**config.mk**
```make
export PLATFORM = sky130hd
export DESIGN_NAME = vga_status_top
export DESIGN_NICKNAME = d
export VERILOG_FILES = /design/src/rtl/vga_status_pkg.sv /design/src/rtl/buffer_column.sv /design/src/rtl/buffer_regs_axil.sv /design/src/rtl/pixel_compose.sv /design/src/rtl/raster_timing.sv /design/src/rtl/vga_status_top.sv
export SDC_FILE = /design/constraint.sdc
export NUM_CORES = 1
export LEC_CHECK = 0
export BUFFER_PORTS_ARGS = -buffer_cell sky130_fd_sc_hd__buf_4
export CORE_AREA = 3 3 132 134
export CTS_CLUSTER_DIAMETER = 150
export CTS_CLUSTER_SIZE = 30
export DETAILED_ROUTE_END_ITERATION = 10
export DIE_AREA = 0 0 135 137
export MAX_ROUTING_LAYER = met4
export PLACE_DENSITY_LB_ADDON = 0.08
export SLEW_MARGIN = 25
export SYNTH_ARGS = -nofsm -noshare
export SYNTH_HDL_FRONTEND = slang
export SYNTH_SLANG_ARGS = --single-unit
```
**constraint.sdc**
```tcl
create_clock -name clk -period 3.3 [get_ports clk]
set_input_delay 0.33 -clock clk [delete_from_list [all_inputs] [get_ports clk]]
set_output_delay 0.33 -clock clk [all_outputs]
set_load 0.02 [all_outputs]
```
**src/rtl/vga_status_pkg.sv**
```systemverilog
`default_nettype none

package vga_status_pkg;

	// 640x480 raster, counted from the start of hsync
	localparam int H_TOTAL        = 800;
	localparam int H_SYNC_LEN     = 96;
	localparam int H_ACTIVE_START = 144;
	localparam int H_ACTIVE_END   = 784;

	localparam int V_TOTAL        = 525;
	localparam int V_SYNC_LEN     = 2;
	localparam int V_ACTIVE_START = 35;
	localparam int V_ACTIVE_END   = 515;

	localparam int CNT_W     = 10;
	localparam int NUM_COLS  = 4;
	localparam int NUM_SLOTS = 6;
	localparam int CELL_SIZE = 36;
	localparam int ROW_Y0    = 120;
	localparam int ROW_PITCH = 45;

	// left edge of each buffer column
	localparam logic [0:NUM_COLS-1][CNT_W-1:0] COL_X = '{10'd200, 10'd255, 10'd315, 10'd375};

	// rgb332
	localparam int COLOR_W = 8;

	// column, then tag
	localparam logic [0:NUM_COLS-1][0:3][COLOR_W-1:0] CELL_PALETTE = '{
		'{8'hE0, 8'hC0, 8'hA0, 8'h80},
		'{8'h03, 8'h02, 8'h01, 8'h4B},
		'{8'hFC, 8'hDC, 8'hB8, 8'h90},
		'{8'h1C, 8'h18, 8'h10, 8'h0C}
	};
	localparam logic [COLOR_W-1:0] OUTLINE_COLOR = 8'h92;

	localparam int SLOT_W = 3;
	localparam int WORD_W = 18;

	// slot 0 sits in the top bits; each slot is {tag[1:0], valid}
	typedef union packed {
		logic [WORD_W-1:0] raw;
		logic [0:NUM_SLOTS-1][SLOT_W-1:0] slots;
	} slot_word_u;

	localparam int AXI_ADDR_W = 4;
	localparam int AXI_DATA_W = 32;

	localparam logic [1:0] RESP_OKAY   = 2'b00;
	localparam logic [1:0] RESP_SLVERR = 2'b10;

endpackage

`default_nettype wire

```
**src/rtl/buffer_column.sv**
```systemverilog
`timescale 1ns/10ps
`default_nettype none

module buffer_column #(
	parameter int COL_IDX = 0
) (
	input  wire logic                              clk,
	input  wire logic                              arst_n_i,
	input  wire logic [vga_status_pkg::CNT_W-1:0]  h_cnt_i,
	input  wire logic [vga_status_pkg::CNT_W-1:0]  v_cnt_i,
	input  wire vga_status_pkg::slot_word_u        word_i,
	output logic                                   hit_o,
	output logic [vga_status_pkg::COLOR_W-1:0]     color_o
);

	import vga_status_pkg::*;

	logic [CNT_W-1:0]   x_off;
	logic [CNT_W-1:0]   y_off;
	logic               in_x;
	logic               in_row;
	logic [2:0]         slot_idx;
	logic [SLOT_W-1:0]  slot;
	logic               on_border;
	logic               hit_d;
	logic [COLOR_W-1:0] color_d;
	logic               hit_q;
	logic [COLOR_W-1:0] color_q;

	assign x_off = h_cnt_i - COL_X[COL_IDX];
	assign in_x  = (h_cnt_i >= COL_X[COL_IDX]) && (x_off < CNT_W'(CELL_SIZE));

	// which of the six cells the line falls in, if any
	always_comb begin
		in_row   = 1'b0;
		slot_idx = '0;
		y_off    = '0;
		for (int s = 0; s < NUM_SLOTS; s++) begin
			if ((v_cnt_i >= CNT_W'(ROW_Y0 + s * ROW_PITCH)) &&
					(v_cnt_i < CNT_W'(ROW_Y0 + s * ROW_PITCH + CELL_SIZE))) begin
				in_row   = 1'b1;
				slot_idx = 3'(s);
				y_off    = v_cnt_i - CNT_W'(ROW_Y0 + s * ROW_PITCH);
			end
		end
	end

	assign slot = word_i.slots[slot_idx];

	// outermost pixel ring of the cell
	assign on_border = (x_off == '0) || (x_off == CNT_W'(CELL_SIZE - 1)) ||
			(y_off == '0) || (y_off == CNT_W'(CELL_SIZE - 1));

	assign hit_d = in_x && in_row;

	always_comb begin
		if (slot[0]) begin
			color_d = CELL_PALETTE[COL_IDX][slot[SLOT_W-1:1]];
		end else if (on_border) begin
			color_d = OUTLINE_COLOR;
		end else begin
			color_d = '0;
		end
	end

	always_ff @(posedge clk or negedge arst_n_i) begin
		if (!arst_n_i) begin
			hit_q <= 1'b0;
		end else begin
			hit_q <= hit_d;
		end
	end

	always_ff @(posedge clk) begin
		color_q <= color_d;
	end

	assign hit_o   = hit_q;
	assign color_o = color_q;

endmodule

`default_nettype wire

```
**src/rtl/buffer_regs_axil.sv**
```systemverilog
`timescale 1ns/10ps
`default_nettype none

module buffer_regs_axil (
	input  wire logic                                  clk,
	input  wire logic                                  arst_n_i,
	input  wire logic                                  awvalid_i,
	input  wire logic [vga_status_pkg::AXI_ADDR_W-1:0] awaddr_i,
	output logic                                       awready_o,
	input  wire logic                                  wvalid_i,
	input  wire logic [vga_status_pkg::AXI_DATA_W-1:0] wdata_i,
	input  wire logic [3:0]                            wstrb_i,
	output logic                                       wready_o,
	output logic                                       bvalid_o,
	output logic [1:0]                                 bresp_o,
	input  wire logic                                  bready_i,
	input  wire logic                                  arvalid_i,
	input  wire logic [vga_status_pkg::AXI_ADDR_W-1:0] araddr_i,
	output logic                                       arready_o,
	output logic                                       rvalid_o,
	output logic [vga_status_pkg::AXI_DATA_W-1:0]      rdata_o,
	output logic [1:0]                                 rresp_o,
	input  wire logic                                  rready_i,
	output vga_status_pkg::slot_word_u                 buf_words_o [vga_status_pkg::NUM_COLS]
);

	import vga_status_pkg::*;

	logic                    alive_q;
	logic                    bvalid_q;
	logic                    rvalid_q;
	logic [1:0]              bresp_q;
	logic [1:0]              rresp_q;
	logic [AXI_DATA_W-1:0]   rdata_q;
	slot_word_u              words_q [NUM_COLS];
	logic                    wr_fire;
	logic                    rd_fire;
	logic                    wr_ok;
	logic                    rd_ok;
	logic [AXI_ADDR_W-3:0]   wr_idx;
	logic [AXI_ADDR_W-3:0]   rd_idx;

	// address and data are taken together, only while no B is waiting
	assign awready_o = alive_q & awvalid_i & wvalid_i & ~bvalid_q;
	assign wready_o  = awready_o;
	assign arready_o = alive_q & ~rvalid_q;

	assign wr_fire = awready_o;
	assign rd_fire = arvalid_i & arready_o;

	// word aligned offsets 0x0..0xC map onto the four buffers
	assign wr_ok  = (awaddr_i[1:0] == 2'b00);
	assign rd_ok  = (araddr_i[1:0] == 2'b00);
	assign wr_idx = awaddr_i[AXI_ADDR_W-1:2];
	assign rd_idx = araddr_i[AXI_ADDR_W-1:2];

	always_ff @(posedge clk or negedge arst_n_i) begin
		if (!arst_n_i) begin
			alive_q  <= 1'b0;
			bvalid_q <= 1'b0;
			rvalid_q <= 1'b0;
			for (int i = 0; i < NUM_COLS; i++) begin
				words_q[i] <= '0;
			end
		end else begin
			alive_q <= 1'b1;

			if (wr_fire) begin
				bvalid_q <= 1'b1;
			end else if (bready_i) begin
				bvalid_q <= 1'b0;
			end

			if (rd_fire) begin
				rvalid_q <= 1'b1;
			end else if (rready_i) begin
				rvalid_q <= 1'b0;
			end

			// strobes ignored, the whole word is replaced
			if (wr_fire && wr_ok) begin
				words_q[wr_idx].raw <= wdata_i[WORD_W-1:0];
			end
		end
	end

	always_ff @(posedge clk) begin
		if (wr_fire) begin
			bresp_q <= wr_ok ? RESP_OKAY : RESP_SLVERR;
		end
		if (rd_fire) begin
			rresp_q <= rd_ok ? RESP_OKAY : RESP_SLVERR;
			rdata_q <= rd_ok ? AXI_DATA_W'(words_q[rd_idx].raw) : '0;
		end
	end

	assign bvalid_o    = bvalid_q;
	assign bresp_o     = bresp_q;
	assign rvalid_o    = rvalid_q;
	assign rresp_o     = rresp_q;
	assign rdata_o     = rdata_q;
	assign buf_words_o = words_q;

	// responses wait for the manager
	a_b_hold: assert property (@(posedge clk) disable iff (!arst_n_i)
		bvalid_o && !bready_i |=> bvalid_o && $stable(bresp_o));

	a_r_hold: assert property (@(posedge clk) disable iff (!arst_n_i)
		rvalid_o && !rready_i |=> rvalid_o && $stable(rresp_o) && $stable(rdata_o));

endmodule

`default_nettype wire

```
**src/rtl/pixel_compose.sv**
```systemverilog
`timescale 1ns/10ps
`default_nettype none

module pixel_compose (
	input  wire logic                                 clk,
	input  wire logic                                 arst_n_i,
	input  wire logic [vga_status_pkg::CNT_W-1:0]     h_cnt_i,
	input  wire logic [vga_status_pkg::CNT_W-1:0]     v_cnt_i,
	input  wire logic [vga_status_pkg::NUM_COLS-1:0]  col_hit_i,
	input  wire logic [vga_status_pkg::COLOR_W-1:0]   col_color_i [vga_status_pkg::NUM_COLS],
	output logic                                      vga_hsync_o,
	output logic                                      vga_vsync_o,
	output logic [vga_status_pkg::COLOR_W-1:0]        vga_color_o
);

	import vga_status_pkg::*;

	logic               hsync_d;
	logic               vsync_d;
	logic               active_d;
	logic               hsync_q;
	logic               vsync_q;
	logic               active_q;
	logic [COLOR_W-1:0] sel_color;
	logic [COLOR_W-1:0] pix_color;

	assign hsync_d  = (h_cnt_i < CNT_W'(H_SYNC_LEN));
	assign vsync_d  = (v_cnt_i < CNT_W'(V_SYNC_LEN));
	assign active_d = (h_cnt_i >= CNT_W'(H_ACTIVE_START)) && (h_cnt_i < CNT_W'(H_ACTIVE_END)) &&
			(v_cnt_i >= CNT_W'(V_ACTIVE_START)) && (v_cnt_i < CNT_W'(V_ACTIVE_END));

	// columns never overlap, so an or of the hitting ones is enough
	always_comb begin
		sel_color = '0;
		for (int c = 0; c < NUM_COLS; c++) begin
			if (col_hit_i[c]) begin
				sel_color = sel_color | col_color_i[c];
			end
		end
	end

	assign pix_color = active_q ? sel_color : '0;

	always_ff @(posedge clk or negedge arst_n_i) begin
		if (!arst_n_i) begin
			hsync_q     <= 1'b0;
			vsync_q     <= 1'b0;
			active_q    <= 1'b0;
			vga_hsync_o <= 1'b0;
			vga_vsync_o <= 1'b0;
			vga_color_o <= '0;
		end else begin
			// stage 1 lines up with the column registers
			hsync_q     <= hsync_d;
			vsync_q     <= vsync_d;
			active_q    <= active_d;
			vga_hsync_o <= hsync_q;
			vga_vsync_o <= vsync_q;
			vga_color_o <= pix_color;
		end
	end

	a_cols_disjoint: assert property (@(posedge clk) disable iff (!arst_n_i)
		$onehot0(col_hit_i));

endmodule

`default_nettype wire

```
**src/rtl/raster_timing.sv**
```systemverilog
`timescale 1ns/10ps
`default_nettype none

module raster_timing (
	input  wire logic                             clk,
	input  wire logic                             arst_n_i,
	output logic [vga_status_pkg::CNT_W-1:0]      h_cnt_o,
	output logic [vga_status_pkg::CNT_W-1:0]      v_cnt_o
);

	import vga_status_pkg::*;

	logic [CNT_W-1:0] h_cnt_q;
	logic [CNT_W-1:0] v_cnt_q;
	logic             line_end;
	logic             frame_end;

	assign line_end  = (h_cnt_q == CNT_W'(H_TOTAL - 1));
	assign frame_end = (v_cnt_q == CNT_W'(V_TOTAL - 1));

	always_ff @(posedge clk or negedge arst_n_i) begin
		if (!arst_n_i) begin
			h_cnt_q <= '0;
			v_cnt_q <= '0;
		end else begin
			if (line_end) begin
				h_cnt_q <= '0;
				// vertical steps once per line
				if (frame_end) begin
					v_cnt_q <= '0;
				end else begin
					v_cnt_q <= v_cnt_q + 1'b1;
				end
			end else begin
				h_cnt_q <= h_cnt_q + 1'b1;
			end
		end
	end

	assign h_cnt_o = h_cnt_q;
	assign v_cnt_o = v_cnt_q;

	a_cnt_range: assert property (@(posedge clk) disable iff (!arst_n_i)
		(h_cnt_o < CNT_W'(H_TOTAL)) && (v_cnt_o < CNT_W'(V_TOTAL)));

endmodule

`default_nettype wire

```
**src/rtl/vga_status_top.sv**
```systemverilog
`timescale 1ns/10ps
`default_nettype none

module vga_status_top (
	input  wire logic                                  clk,
	input  wire logic                                  arst_n_i,
	input  wire logic                                  awvalid_i,
	input  wire logic [vga_status_pkg::AXI_ADDR_W-1:0] awaddr_i,
	output logic                                       awready_o,
	input  wire logic                                  wvalid_i,
	input  wire logic [vga_status_pkg::AXI_DATA_W-1:0] wdata_i,
	input  wire logic [3:0]                            wstrb_i,
	output logic                                       wready_o,
	output logic                                       bvalid_o,
	output logic [1:0]                                 bresp_o,
	input  wire logic                                  bready_i,
	input  wire logic                                  arvalid_i,
	input  wire logic [vga_status_pkg::AXI_ADDR_W-1:0] araddr_i,
	output logic                                       arready_o,
	output logic                                       rvalid_o,
	output logic [vga_status_pkg::AXI_DATA_W-1:0]      rdata_o,
	output logic [1:0]                                 rresp_o,
	input  wire logic                                  rready_i,
	output logic                                       vga_hsync_o,
	output logic                                       vga_vsync_o,
	output logic [vga_status_pkg::COLOR_W-1:0]         vga_color_o
);

	import vga_status_pkg::*;

	slot_word_u         buf_words [NUM_COLS];
	logic [CNT_W-1:0]   h_cnt;
	logic [CNT_W-1:0]   v_cnt;
	logic [NUM_COLS-1:0] col_hit;
	logic [COLOR_W-1:0] col_color [NUM_COLS];

	buffer_regs_axil u_regs (
		.clk         (clk),
		.arst_n_i    (arst_n_i),
		.awvalid_i   (awvalid_i),
		.awaddr_i    (awaddr_i),
		.awready_o   (awready_o),
		.wvalid_i    (wvalid_i),
		.wdata_i     (wdata_i),
		.wstrb_i     (wstrb_i),
		.wready_o    (wready_o),
		.bvalid_o    (bvalid_o),
		.bresp_o     (bresp_o),
		.bready_i    (bready_i),
		.arvalid_i   (arvalid_i),
		.araddr_i    (araddr_i),
		.arready_o   (arready_o),
		.rvalid_o    (rvalid_o),
		.rdata_o     (rdata_o),
		.rresp_o     (rresp_o),
		.rready_i    (rready_i),
		.buf_words_o (buf_words)
	);

	raster_timing u_timing (
		.clk      (clk),
		.arst_n_i (arst_n_i),
		.h_cnt_o  (h_cnt),
		.v_cnt_o  (v_cnt)
	);

	// one column per buffer, each with its own colour family
	for (genvar g = 0; g < NUM_COLS; g++) begin : g_col
		buffer_column #(
			.COL_IDX (g)
		) u_col (
			.clk      (clk),
			.arst_n_i (arst_n_i),
			.h_cnt_i  (h_cnt),
			.v_cnt_i  (v_cnt),
			.word_i   (buf_words[g]),
			.hit_o    (col_hit[g]),
			.color_o  (col_color[g])
		);
	end

	pixel_compose u_compose (
		.clk         (clk),
		.arst_n_i    (arst_n_i),
		.h_cnt_i     (h_cnt),
		.v_cnt_i     (v_cnt),
		.col_hit_i   (col_hit),
		.col_color_i (col_color),
		.vga_hsync_o (vga_hsync_o),
		.vga_vsync_o (vga_vsync_o),
		.vga_color_o (vga_color_o)
	);

endmodule

`default_nettype wire

```
# Word level (Yosys, flattened, before mapping)
# Index checks and enable logic that the tools add are counted.
# totals
elab_cells	205
reg_bits	180
# op_classes
reduce_logical	40
magnitude_cmp	34
add_sub_neg	12
muxes	68
bitwise_logic	17
eq_ne	7
# ops
op	count
8-bit 2-to-1 mux	21
10-bit 2-to-1 mux	8
72-bit bitwise mux	1
8-bit binary-select mux with 2-bit select	4
10-bit by 8-bit greater-or-equal comparator with 1-bit output (second input constant)	6
18-bit 2-to-1 mux	3
10-bit by 6-bit equality test with 1-bit output (second input constant)	5
10-bit zero test	5
10-bit by 8-bit subtractor with 10-bit output (second input constant)	5
10-bit by 9-bit greater-or-equal comparator with 1-bit output (second input constant)	4
10-bit by 6-bit < comparator with 1-bit output (second input constant)	4
10-bit by 9-bit subtractor with 10-bit output (second input constant)	4
18-bit binary-select mux with 2-bit select	1
3-bit binary-select mux with 3-bit select	4
18-bit demux with 2-bit select	1
3-bit 2-to-1 mux	12
10-bit by 8-bit < comparator with 1-bit output (second input constant)	3
10-bit by 9-bit < comparator with 1-bit output (second input constant)	3
8-bit OR	3
10-bit by 1-bit adder with 10-bit output (second input constant)	2
10-bit equality test (second input constant)	2
10-bit < comparator (second input constant)	2
1-bit logical AND	19
3-bit greater-or-equal comparator (second input constant)	6
other kinds (16)	50

# Depth between registers and ports, before layout
# logic_depth
word_depth	16
mapped_depth	17

# Cells and area by module
# From an unflattened synthesis, not the netlist that was laid out.
# unflattened
cells_unflattened	1368
area_unflattened_um2	12767.2
# modules_own_cells
module	cells_per_inst	area_per_inst_um2	seq_area_each_um2	n_inst
buffer_regs_axil	247	4167.7	2477.4	1
buffer_column (g_col[1].u_col)	250	1767.9	105.1	1
buffer_column (g_col[2].u_col)	237	1747.9	125.1	1
buffer_column (g_col[3].u_col)	241	1747.9	105.1	1
buffer_column (g_col[0].u_col)	244	1737.9	105.1	1
raster_timing	94	952.2	500.5	1
pixel_compose	55	645.6	325.3	1

# Worst setup path before layout
# No wires, ideal clock.
# synth_path
kind	reg2reg
start	register u_timing.v_cnt_q[3], in the netlist u_timing.v_cnt_o[3]
end	register g_col[3].u_col.color_q[2]
arrival_ps	3152
slack_ps	83
required_time_ps	3235
stages_incl_launch_ff	17
n_path_buf	3
setup_time_ps	65
period_less_slack_ps	3217
cell_sequence	dfrtp_1 clkbuf_1 inv_1 ha_1 a21boi_0 nand2b_1 a21oi_4 o221ai_4 and2_1 buf_4 buf_6 nand2_1 nand2_1 o211ai_1 o21ai_0 ha_1 nor2b_1
# synth_via
elab_chain_len	16
# synth_rtl
element	line_no	source
start: declaration	raster_timing.sv:14	logic [CNT_W-1:0] v_cnt_q;
start signal: assignment	raster_timing.sv:32	v_cnt_q <= v_cnt_q + 1'b1;
10-bit by 8-bit greater-or-equal comparator with 1-bit output / 10-bit by 8-bit < comparator with 1-bit output (equally long branches)	buffer_column.sv:39, buffer_column.sv:40	
1-bit logical AND	buffer_column.sv:39	if ((v_cnt_i >= CNT_W'(ROW_Y0 + s * ROW_PITCH)) &&
1-bit 2-to-1 mux	buffer_column.sv:39	
3-bit 2-to-1 mux (3 in a row)	buffer_column.sv:39	
3-bit 2-to-1 mux (*)	buffer_column.sv:39	
3-bit NOT with 4-bit output (not written as such) (*)	buffer_column.sv:48	assign slot = word_i.slots[slot_idx];
3-bit binary-select mux with 3-bit select (*)	buffer_column.sv:48	
3-bit 2-to-1 mux (not written as such) (*) (2 in a row)	buffer_column.sv:48	
2-bit NOT with 3-bit output (not written as such)	buffer_column.sv:58	color_d = CELL_PALETTE[COL_IDX][slot[SLOT_W-1:1]];
8-bit binary-select mux with 2-bit select	buffer_column.sv:58	
8-bit 2-to-1 mux (not written as such) (2 in a row)	buffer_column.sv:58	
8-bit 2-to-1 mux (*)	buffer_column.sv:57	if (slot[0]) begin
end signal: assignment	buffer_column.sv:75	color_q <= color_d;
end: declaration	buffer_column.sv:28	logic [COLOR_W-1:0] color_q;
# Every way passes the cells marked *; elsewhere a longest branch is shown, timed or not. The select of a mux whose other input is x is not followed.
# A chain may end at the register's enable or synchronous reset.

# Worst setup path after layout
# layout_path
start	register u_timing.v_cnt_q[2], in the netlist u_timing.v_cnt_o[2]
end	register g_col[3].u_col.color_q[2]
# Same word-level chain as after synthesis.

==> results.md <==
- CP cell instances: inv_1, ha_1, a21boi_0, nand2b_1, a21oi_4, o221ai_4, nand2_4, buf_4, nand2_1, nand2_1, o211ai_1, o21ai_0, ha_1, nor2b_1
- Crit. End Element: flip-flop
- First-pass GRT wire length: 35,700 um
- Nets: 976
- Initial Util: 53.2%
- Min-delay src: bready_i
- Post-Route WL: 22,400 um
- VDD IR-drop max: 0.000368 V
- Std-Cell Core Area: 16,400 sq um
- Worst setup SP type: flip-flop
- Synth unique cells: 82
- Max clock buf depth: 2
- R2R cell count: 14
- Most common library cell in the layout ignoring fill and taps: dfrtp_1
- Reg2reg setup slack: 0.24 ns
- Port Buffers: 67
- CTS tree: built
- Main synth FF type: dfrtp_1
- Power Dens Cells: 433 nW/um^2
- H-tree depth: 4
- RSZ-0062 raised after global routing: false
- Synthesized area: 8720 sq um
- Hold Path Class: in -> reg
- # clock sinks: 149
- Max_slew headroom: 32.3%
- Largest net degree at the start of global routing: 61
- Setup bufs post-CTS: 0
- Area Growth Syn to Fin: 16.1%
- Worst path max stage delay: 0.38 ns
- Post-synth EDFFs: 20
- Initial drt markers: 408
- Outcome: finished, final reports clean
- Detailed Place HPWL: 16,400 um
- WP data arrival: 3.42 ns
- Mapped Cells: 819
- Tot GR Track Use: 25.6%
- Worst flop-to-flop path startpoint: u_timing.v_cnt_o[2]$_DFFE_PN0P_
- DRT antenna net count: 0
- DR WL/cell: 19.8 um
- Number of top-level pins: 102
- FMAX: 0.327 GHz
- Setup violators final: 0
- FF+latch count, synth: 149
- DRC violations left: 0
- Cts bufs inserted: 17
- Fin Setup TNS: 0 ns
- RR Endpoint: g_col[3].u_col.color_o[2]$_SDFF_PP0_
- Antenna cells: 0
- Critical path class: reg -> reg
- Fin. Hold Viols: 0
- Worst Hold Depth: 2
- Max-slew violation count: 0
- Final Core Density: 61.7%
- Via density: 5.91
- Tightest Pin Transition: 1.01 ns
- Crit share post-route: 92.7%
- Worst EP required: 3.66 ns
- YS warnings: 0
- CTS root buf: clkbuf_16
- Share of layout cells above drive strength 1: 29.2%
- Final Wtd Congestion: 0.980
- Clock-pin slew on the worst setup and hold paths: 0.06 ns
- Mean post-synth cell area: 10.7 sq um
- Clk_lat worst skew: 0.43 ns
- Initial antenna violation count: 0
- Row Count: 47
- Die Y: 137 um
- Hold worst-path end: u_regs.bvalid_o$_DFFE_PN0P_
- Die W: 135 um
- Worst Skew: 0.00695 ns
- Final min period: 3.06 ns
- Number of global-route vias before repair: 6,824
- Via count: 6,683
- Hold Slack: 0.0798 ns
- Pre-Repair DR Iteration Count: 5
- Die area: 18,500 sq um
- Register area share after synthesis: 42.9%
- Critical path's slowest cell: dfrtp_1
- Most frequent cells in the layout: dfrtp_1 (111), buf_4 (108), mux2_2 (74), nand2_1 (60), nor2_1 (50)
- Critical Path Fanout Max: 8
- Max Cap Viol: 0
- Grt total ovfl: 0
- Static Leakage: 4.40 nW
- Fraction of registers with async set/reset: 75.2%
-- cell families (layout without fill, tap and decap cells) --
| family | after synthesis | in the layout | share of synthesized area (%) |
|---|---|---|---|
| AOI/OAI and AO/OA | 171 | 171 | 14.0 |
| and+or+nand+nor | 252 | 252 | 15.4 |
| adders and majority gates | 27 | 27 | 3.87 |
| buffers and inverters | 87 | 164 | 5.00 |
| xor gates and xnor gates | 25 | 25 | 2.51 |
| other | 2 | 17 | 0.0861 |
| DFF | 149 | 149 | 42.9 |
| muxes | 106 | 106 | 16.2 |
-- worst max-delay path by stage --
stage,startpoint,end,cells after the start
after detailed placement,u_timing.v_cnt_o[2]$_DFFE_PN0P_,g_col[0].u_col.color_o[6]$_SDFF_PN0_,10
final,u_timing.v_cnt_o[2]$_DFFE_PN0P_,g_col[3].u_col.color_o[2]$_SDFF_PP0_,14
after global placement,u_timing.v_cnt_o[2]$_DFFE_PN0P_,g_col[0].u_col.color_o[6]$_SDFF_PN0_,10
after global routing,u_timing.v_cnt_o[2]$_DFFE_PN0P_,g_col[0].u_col.color_o[6]$_SDFF_PN0_,11
after CTS,u_timing.v_cnt_o[2]$_DFFE_PN0P_,g_col[0].u_col.color_o[6]$_SDFF_PN0_,10
after floorplan,u_timing.v_cnt_o[3]$_DFFE_PN0P_,g_col[3].u_col.color_o[2]$_SDFF_PP0_,16
-- final cells by class --
| cell class | instances | area (sq um) |
|---|---|---|
| fillers | 1360 | 6280 |
| multi-input cells | 598 | 4610 |
| flip-flops and latches | 149 | 3740 |
| repair buffers | 111 | 861 |
| clock buffers | 19 | 433 |
| well taps | 220 | 275 |
| clock inverters | 13 | 125 |
| inverters | 21 | 78.8 |
-- synth_stat cells, types with 8 or more instances --
cell	n	area [sq um]
mux2_2	74	833
xnor2_1	18	158
inv_1	21	78.8
mux4_2	20	450
a22oi_1	9	67.6
nand2_1	61	229
dfrtp_1	112	2800
nand4_1	8	50.1
a21oi_1	27	135
nor2b_1	33	206
dfxtp_1	17	340
clkbuf_1	26	97.6
mux2i_1	11	110
nand2b_1	12	75.1
nand3_1	19	95.1
edfxtp_1	20	601
o21ai_0	30	150
and3_1	11	68.8
ha_1	27	338
nor3_1	11	55.1
buf_4	21	158
buf_2	13	65.1
nor2_1	51	191
a31oi_1	15	93.8
-- report_power, final --
group          total [mW]  internal [mW]  switching, mW
registers            2.10           2.00          0.102
clock network        1.85           1.05          0.806
logic               0.429          0.231          0.199
-- sequential cells by signal, summed over array words and instances (netlist names), 4 cells and up --
register               flops
g_col.u_col.color_o       17
g_col.u_col.hit_o          4
u_compose.vga_color_o      8
u_regs.buf_words_o        72
u_regs.rdata_o            18
u_timing.h_cnt_o          10
u_timing.v_cnt_o          10
-- timing repair --
| action | in CTS | in global routing |
|---|---|---|
| setup endpoints to repair | 0 | 3 |
| hold buffers | 1 | 0 |
| resized for setup | 0 | 4 |
| hold endpoints to repair | 3 | 0 |
-- metrics by stage --
step | total power, mW | instance area (sq um) | setup WS (ns) | std cells
after floorplan | 2.39 | 8780 | 0.0829 | 834
after global placement | 2.55 | 9550 | 0.222 | 1098
after detailed placement | 2.57 | 9550 | 0.225 | 1098
after CTS | 4.42 | 10100 | 0.202 | 1131
after global routing | 4.55 | 10100 | 0.000784 | 1131
final | 4.39 | 10100 | 0.242 | 1131
-- critical path: cells and delay by family, from the launching register on --
kind / cells / cell delay [ns]
AO/OA/AOI/OAI: 5 / 0.97
AND/OR/NAND/NOR: 5 / 0.67
adder cells (fa/ha/maj): 2 / 0.55
buffers and inverters: 2 / 0.41
flip-flops: 1 / 0.38
-- routing by layer --
layer | global-route usage (%) | vias up | routed length [um]
met4 | 11.2 | 0 | 691
met5 | - | - | 0
met3 | 3.64 | 46 | 963
met2 | 43.6 | 190 | 11400
li1 | - | 3116 | -
met1 | 30.4 | 3331 | 9300
No activity file was read; power rests on OpenSTA's default activity.
